File: config.mk
export PLATFORM = sky130hd
export DESIGN_NAME = glb_bank_ctrl
export DESIGN_NICKNAME = d
export VERILOG_FILES = /design/src/rtl/glb_cfg_pkg.sv /design/src/rtl/glb_bank_pkg.sv /design/src/rtl/glb_bank_ctrl.sv /design/src/rtl/glb_rd_return.sv
export VERILOG_INCLUDE_DIRS = /design/src /design/src/rtl
export SDC_FILE = /design/constraint.sdc
export NUM_CORES = 1
export LEC_CHECK = 0
export BUFFER_PORTS_ARGS = -buffer_cell sky130_fd_sc_hd__buf_2
export CORE_AREA = 5 5 200 202
export CTS_CLUSTER_DIAMETER = 60
export CTS_CLUSTER_SIZE = 14
export DETAILED_ROUTE_END_ITERATION = 7
export DIE_AREA = 0 0 205 207
export PLACE_DENSITY = 0.44
export RECOVER_POWER = 50
export SKIP_CTS_REPAIR_TIMING = 1
export SYNTH_ARGS = -nofsm -noshare
export SYNTH_HDL_FRONTEND = slang
export SYNTH_SLANG_ARGS = --single-unit
File: constraint.sdc
create_clock -name clk -period 8.3 [get_ports clk]
set_input_delay 0 -clock clk [delete_from_list [all_inputs] [get_ports clk]]
set_output_delay 0 -clock clk [all_outputs]
set_load 0.005 [all_outputs]
File: src/rtl/glb_defines.svh
// global buffer bank widths, configuration width and memory read latency
`ifndef GLB_DEFINES_SVH
`define GLB_DEFINES_SVH

// memory word width in bits
`define GLB_BANK_DATA_WIDTH 64

// byte address into the bank, 4 KB gives 512 words of 8 bytes
`define GLB_BANK_ADDR_WIDTH 12

// byte offset bits inside one memory word
`define GLB_BANK_BYTE_OFFSET 3

// sram configuration data, half a memory word
`define GLB_CFG_DATA_WIDTH 32

// packet select tag returned with read data
`define GLB_PACKET_SEL_WIDTH 4

// read enable to valid memory data, in cycles
`define GLB_MEM_RD_LATENCY 2

`endif
File: src/rtl/glb_cfg_pkg.sv
// configuration package with sram configuration request and response types
`include "glb_defines.svh"

package glb_cfg_pkg;

    // sram configuration request
    // address bit 2 picks the half of the memory word
    typedef struct packed {
        logic                            wr_en;
        logic                            rd_en;
        logic [`GLB_BANK_ADDR_WIDTH-1:0] wr_addr;
        logic [`GLB_BANK_ADDR_WIDTH-1:0] rd_addr;
        logic [`GLB_CFG_DATA_WIDTH-1:0]  wr_data;
    } cfg_req_t;

    // sram configuration response
    // rd_data holds its value while rd_data_valid is low
    typedef struct packed {
        logic [`GLB_CFG_DATA_WIDTH-1:0] rd_data;
        logic                           rd_data_valid;
    } cfg_rsp_t;

    // travels with a configuration read through the return pipe
    typedef struct packed {
        logic hi_half;
    } cfg_rd_meta_t;

endpackage

File: src/rtl/glb_bank_pkg.sv
// bank package with packet side and memory side request and response types
`include "glb_defines.svh"

package glb_bank_pkg;

    // requester tag carried from read request to read response
    typedef logic [`GLB_PACKET_SEL_WIDTH-1:0] packet_sel_t;

    // packet write, bit_sel set means the bit is written
    typedef struct packed {
        logic                            en;
        logic [`GLB_BANK_ADDR_WIDTH-1:0] addr;
        logic [`GLB_BANK_DATA_WIDTH-1:0] data;
        logic [`GLB_BANK_DATA_WIDTH-1:0] bit_sel;
    } packet_wr_t;

    // packet read request
    typedef struct packed {
        logic                            en;
        logic [`GLB_BANK_ADDR_WIDTH-1:0] addr;
        packet_sel_t                     packet_sel;
    } packet_rdrq_t;

    // packet read response, one-cycle valid pulse
    typedef struct packed {
        logic                            valid;
        logic [`GLB_BANK_DATA_WIDTH-1:0] data;
        packet_sel_t                     packet_sel;
    } packet_rdrs_t;

    // single request into the bank memory, byte address
    typedef struct packed {
        logic                            rd_en;
        logic                            wr_en;
        logic [`GLB_BANK_ADDR_WIDTH-1:0] addr;
        logic [`GLB_BANK_DATA_WIDTH-1:0] data;
        logic [`GLB_BANK_DATA_WIDTH-1:0] bit_sel;
    } mem_req_t;

endpackage

File: src/rtl/glb_bank_ctrl.sv
// bank controller, fixed-priority arbiter of configuration and packet accesses
`include "glb_defines.svh"

module glb_bank_ctrl (
    input  logic                            clk,
    input  logic                            reset,

    // packet side
    input  glb_bank_pkg::packet_wr_t        packet_wr,
    input  glb_bank_pkg::packet_rdrq_t      packet_rdrq,
    output glb_bank_pkg::packet_rdrs_t      packet_rdrs,

    // sram configuration side
    input  glb_cfg_pkg::cfg_req_t           cfg_req,
    output glb_cfg_pkg::cfg_rsp_t           cfg_rsp,

    // bank memory
    output glb_bank_pkg::mem_req_t          mem_req,
    input  logic [`GLB_BANK_DATA_WIDTH-1:0] mem_data_out
);

    localparam int BANK_W = `GLB_BANK_DATA_WIDTH;
    localparam int CFG_W  = `GLB_CFG_DATA_WIDTH;
    // address bit that picks the high half of a word
    localparam int HALF_BIT = `GLB_BANK_BYTE_OFFSET - 1;

    logic cfg_wr_gnt;
    logic cfg_rd_gnt;
    logic pkt_wr_gnt;
    logic pkt_rd_gnt;

    logic                        cfg_wr_hi;
    glb_cfg_pkg::cfg_rd_meta_t   cfg_rd_meta;

    logic                        pkt_ret_valid;
    glb_bank_pkg::packet_sel_t   pkt_ret_meta;
    logic [BANK_W-1:0]           pkt_ret_data;

    logic                        cfg_ret_valid;
    glb_cfg_pkg::cfg_rd_meta_t   cfg_ret_meta;
    logic [BANK_W-1:0]           cfg_ret_data;

    // fixed priority
    // cfg write, cfg read, packet write, packet read
    // a loser is dropped, nothing is queued
    assign cfg_wr_gnt = cfg_req.wr_en;
    assign cfg_rd_gnt = !cfg_req.wr_en && cfg_req.rd_en;
    assign pkt_wr_gnt = !cfg_req.wr_en && !cfg_req.rd_en && packet_wr.en;
    assign pkt_rd_gnt = !cfg_req.wr_en && !cfg_req.rd_en && !packet_wr.en && packet_rdrq.en;

    assign cfg_wr_hi           = cfg_req.wr_addr[HALF_BIT];
    assign cfg_rd_meta.hi_half = cfg_req.rd_addr[HALF_BIT];

    // memory request mux
    always_comb begin
        mem_req = '0;
        if (cfg_wr_gnt) begin
            mem_req.wr_en = 1'b1;
            mem_req.addr  = cfg_req.wr_addr;
            // place the half-word and mask only that half
            if (cfg_wr_hi) begin
                mem_req.data    = {cfg_req.wr_data, {(BANK_W-CFG_W){1'b0}}};
                mem_req.bit_sel = {{CFG_W{1'b1}}, {(BANK_W-CFG_W){1'b0}}};
            end else begin
                mem_req.data    = {{(BANK_W-CFG_W){1'b0}}, cfg_req.wr_data};
                mem_req.bit_sel = {{(BANK_W-CFG_W){1'b0}}, {CFG_W{1'b1}}};
            end
        end else if (cfg_rd_gnt) begin
            mem_req.rd_en = 1'b1;
            mem_req.addr  = cfg_req.rd_addr;
        end else if (pkt_wr_gnt) begin
            mem_req.wr_en   = 1'b1;
            mem_req.addr    = packet_wr.addr;
            mem_req.data    = packet_wr.data;
            mem_req.bit_sel = packet_wr.bit_sel;
        end else if (pkt_rd_gnt) begin
            mem_req.rd_en = 1'b1;
            mem_req.addr  = packet_rdrq.addr;
        end
    end

    // packet read return, tag rides along
    glb_rd_return #(
        .meta_t (glb_bank_pkg::packet_sel_t)
    ) pkt_ret (
        .clk          (clk),
        .reset        (reset),
        .issue        (pkt_rd_gnt),
        .issue_meta   (packet_rdrq.packet_sel),
        .mem_data_out (mem_data_out),
        .ret_valid    (pkt_ret_valid),
        .ret_meta     (pkt_ret_meta),
        .ret_data     (pkt_ret_data)
    );

    // configuration read return, half select rides along
    glb_rd_return #(
        .meta_t (glb_cfg_pkg::cfg_rd_meta_t)
    ) cfg_ret (
        .clk          (clk),
        .reset        (reset),
        .issue        (cfg_rd_gnt),
        .issue_meta   (cfg_rd_meta),
        .mem_data_out (mem_data_out),
        .ret_valid    (cfg_ret_valid),
        .ret_meta     (cfg_ret_meta),
        .ret_data     (cfg_ret_data)
    );

    // packet response
    assign packet_rdrs.valid      = pkt_ret_valid;
    assign packet_rdrs.data       = pkt_ret_data;
    assign packet_rdrs.packet_sel = pkt_ret_meta;

    // config response
    // held word and held half select give the held half-word
    assign cfg_rsp.rd_data_valid = cfg_ret_valid;
    assign cfg_rsp.rd_data = cfg_ret_meta.hi_half ? cfg_ret_data[CFG_W +: CFG_W]
                                                  : cfg_ret_data[0 +: CFG_W];

endmodule

File: src/rtl/glb_rd_return.sv
// read-return aligner, delays read metadata by the memory latency and holds data
`include "glb_defines.svh"

module glb_rd_return #(
    parameter type meta_t = logic
) (
    input  logic                            clk,
    input  logic                            reset,
    input  logic                            issue,
    input  meta_t                           issue_meta,
    input  logic [`GLB_BANK_DATA_WIDTH-1:0] mem_data_out,
    output logic                            ret_valid,
    output meta_t                           ret_meta,
    output logic [`GLB_BANK_DATA_WIDTH-1:0] ret_data
);

    localparam int LAT = `GLB_MEM_RD_LATENCY;

    logic                            valid_pipe [LAT];
    meta_t                           meta_pipe  [LAT];
    meta_t                           meta_hold;
    logic [`GLB_BANK_DATA_WIDTH-1:0] data_hold;

    // valid shift, one stage per cycle of memory latency
    always_ff @(posedge clk or posedge reset) begin
        if (reset) begin
            for (int i = 0; i < LAT; i++) valid_pipe[i] <= 1'b0;
        end else begin
            valid_pipe[0] <= issue;
            for (int i = 1; i < LAT; i++) valid_pipe[i] <= valid_pipe[i-1];
        end
    end

    // metadata follows the valid, only looked at when valid
    always_ff @(posedge clk) begin
        meta_pipe[0] <= issue_meta;
        for (int i = 1; i < LAT; i++) meta_pipe[i] <= meta_pipe[i-1];
    end

    // keep last returned word and its metadata
    always_ff @(posedge clk or posedge reset) begin
        if (reset) begin
            data_hold <= '0;
            meta_hold <= '0;
        end else if (ret_valid) begin
            data_hold <= mem_data_out;
            meta_hold <= meta_pipe[LAT-1];
        end
    end

    assign ret_valid = valid_pipe[LAT-1];
    // live memory word on valid, held word otherwise
    assign ret_data  = ret_valid ? mem_data_out : data_hold;
    assign ret_meta  = ret_valid ? meta_pipe[LAT-1] : meta_hold;

endmodule

==> flow_metrics.py <==
metrics = {
    "run_status": {
        "status": "finished, violations left",
        "failed_checks": "max-capacitance violations, max-slew violations",
    },
    "route": {
        "vias": 7155,
        "drcViolationCount": 0,
        "antenna_left": 0,
        "route.met3.wl_mm": 3.45,
        "wirelength_mm": 40.7,
        "drtIter0Drc": 345,
        "met2WireLength_mm": 19.4,
        "first_pass_iters": 4,
        "top_layer_used": "met5",
        "wire_per_inst_um": 24.5,
        "m1WireLength_mm": 16.9,
        "routed_via_density": 4.31,
    },
    "timing": {
        "fin_crit_ns": 4.23,
        "finalSetupViolations": 0,
        "period_share": 0.509,
        "maxSlewViolCount": 278,
        "hold_viol_final": 0,
        "relSlewSlack": -1.20,
        "setup_tns_ns": 0,
        "hold_slack_ns": 0.0549,
        "tightest_slew_ns": 3.30,
        "rsz0062_at_grt": "false",
        "fmax_mhz": 237,
        "fin_skew_ns": 0.0117,
    },
    "placement": {
        "port_buffers": 525,
        "place_inst": 1538,
        "hpwl_mm": 32.7,
        "routabilityCongestion": 0.988,
        "postPlaceCellArea_um2": 10400,
    },
    "power_and_ir_drop": {
        "ir_drop_mv": 0.115,
        "cellPowerDensity_nw_per_um2": 194,
        "power_leakage_uw": 0.00616,
    },
    "min_path": {
        "hp-class": "primary input to register",
        "hold_path_depth": 2,
    },
    "die": {
        "io_pins": 526,
        "initial_utilization": 0.194,
        "core_um2": 38100,
        "die_h_um": 207,
        "rows": 72,
        "die-area_um2": 42400,
        "dieWidth_um": 205,
    },
    "clock_tree": {
        "clk_pin_slew_worst_paths_ns": 0.06,
        "tritoncts": "done",
        "insertion_delay_ns": 0.42,
        "cts_sinks": 147,
        "cts.htree.levels": 4,
        "cts-buffers-inserted": 17,
        "cts-root-buf": "clkbuf_16",
        "clock_path_buffers": 2,
    },
    "synth": {
        "synth.most_common_cell": "dfrtp_1",
        "synth.top_cell.area_share": 0.464,
        "syn_inst": 543,
        "ys_warn_count": 0,
        "syn-num-nets": 825,
        "yosysSeqAreaShare": 0.491,
        "yosys_register_bits": 147,
        "synth.avg_cell_area_um2": 13.6,
        "syn_area_um2": 7390,
        "synth_area_leaders": "dfrtp_1 (46%), mux2_2 (13%), mux2_4 (12%)",
        "synthArstFlopShare": 0.932,
        "yosys-top-cells-count": "dfrtp_1 (137), mux2_2 (84), a21o_1 (64), a22o_1 (64), mux2_4 (60)",
        "yosys.area.top_type": "dfrtp_1",
        "synthFlopType": "dfrtp_1",
        "synth.distinct_cells": 26,
        "synth-edff-count": 0,
    },
    "finish": {
        "fin_area_um2": 11700,
        "layout-drive-gt1-share": 0.577,
        "syn_to_final_growth_pct": 57.9,
        "nNetsFinal": 1393,
        "final_cells": 1660,
    },
    "worst_setup_path": {
        "path_class": "primary input to output port",
        "crit_arrival_ns": 4.23,
        "ff2ff_path_depth": 1,
        "critical_path_peak_fanout": 64,
        "cp_data_required_time_ns": 8.30,
        "cp-end-kind": "output port",
        "critPathLaunchType": "primary input",
    },
    "global_route": {
        "antenna_found_initial": 31,
        "grt_pass1_vias": 7210,
        "grt_max_degree": 102,
        "grt_pass1_wl_mm": 55.3,
        "grt_overflow_total": 0,
        "track_usage": 0.180,
    },
    "job": {
        "cap_viol_max_count": 6,
    },
}
-- area by class of cell --
| type | instances | area (um2) |
|---|---|---|
| diodes | 18 | 45.0 |
| clock buffers | 20 | 447 |
| clock inverters | 12 | 133 |
| fillers | 4038 | 26400 |
| inverters | 3 | 12.5 |
| multi-input cells | 338 | 3390 |
| flip-flops and latches | 147 | 3630 |
| well taps | 518 | 648 |
| repair buffers | 604 | 3360 |
-- layout by cell type, fill, tap and decap left out, drive strengths merged, types with 2 or more instances in the layout --
master,count
buf,507
mux2,164
dfrtp,137
dlygate4sd3,72
a22o,64
a21o,64
clkbuf,45
a22oi,22
diode,18
o21ai,12
dfxtp,10
clkinv,5
clkinvlp,4
inv,4
nor2b,3
bufinv,2
-- metrics by stage --
stage	setup slack (ns)	power [uW]	utilization
global route	3.70	2400	0.306
finish	4.07	2270	0.306
floorplan	4.63	1190	-
global placement	5.75	1510	0.274
CTS	5.46	2300	0.289
detailed placement	5.66	1520	0.274
-- state kept, by name, summed over array words and instances, names as in the netlist --
name / flops
cfg_ret.meta_pipe: 2
cfg_ret.meta_hold: 1
pkt_ret.data_hold: 64
pkt_ret.meta_pipe: 8
cfg_ret.ret_valid: 1
pkt_ret.ret_valid: 1
cfg_ret.valid_pipe: 1
pkt_ret.valid_pipe: 1
pkt_ret.meta_hold: 4
cfg_ret.data_hold: 64
-- final timing paths --
kind	from	endpoint	slack [ns]
worst max register to register	pkt_ret.ret_valid	pkt_ret.data_hold[19]	5.02
worst max-delay path	cfg_req[57]	mem_req[116]	4.07
worst min register to register	pkt_ret.meta_pipe[0][1]	pkt_ret.meta_pipe[0][5]	0.33
max in group asynchronous	reset	pkt_ret.data_hold[3]	5.32
worst min-delay path	cfg_req[56]	cfg_ret.valid_pipe[1]	0.05
min in group asynchronous	reset	pkt_ret.data_hold[49]	0.93
-- layer usage --
layer | track usage | vias to the layer above
met5 | 0.0219 | -
met4 | 0.0742 | 10
met3 | 0.0868 | 59
met2 | 0.279 | 363
met1 | 0.212 | 3541
li1 | - | 3182
-- critical path: stages --
cell	delay [ns]
buf_2	0.07
clkbuf_1	1.05
and2_2	0.32
clkbuf_1	2.19
a22o_1	0.42
buf_2	0.16
-- kinds of logic after synthesis --
kind of cell	count (synthesis)	share of synthesized area
DFF	147	0.491
AOI/OAI and AO/OA	164	0.173
muxes	165	0.282
and+or+nand+nor	9	0.00982
buffers and inverters	58	0.0437
-- where the power goes --
group | switching (uW) | internal, uW
Combinational | 298 | 342
Clock | 306 | 452
Sequential | 32.3 | 837
Note: power is estimated with default switching activity, not from simulation.
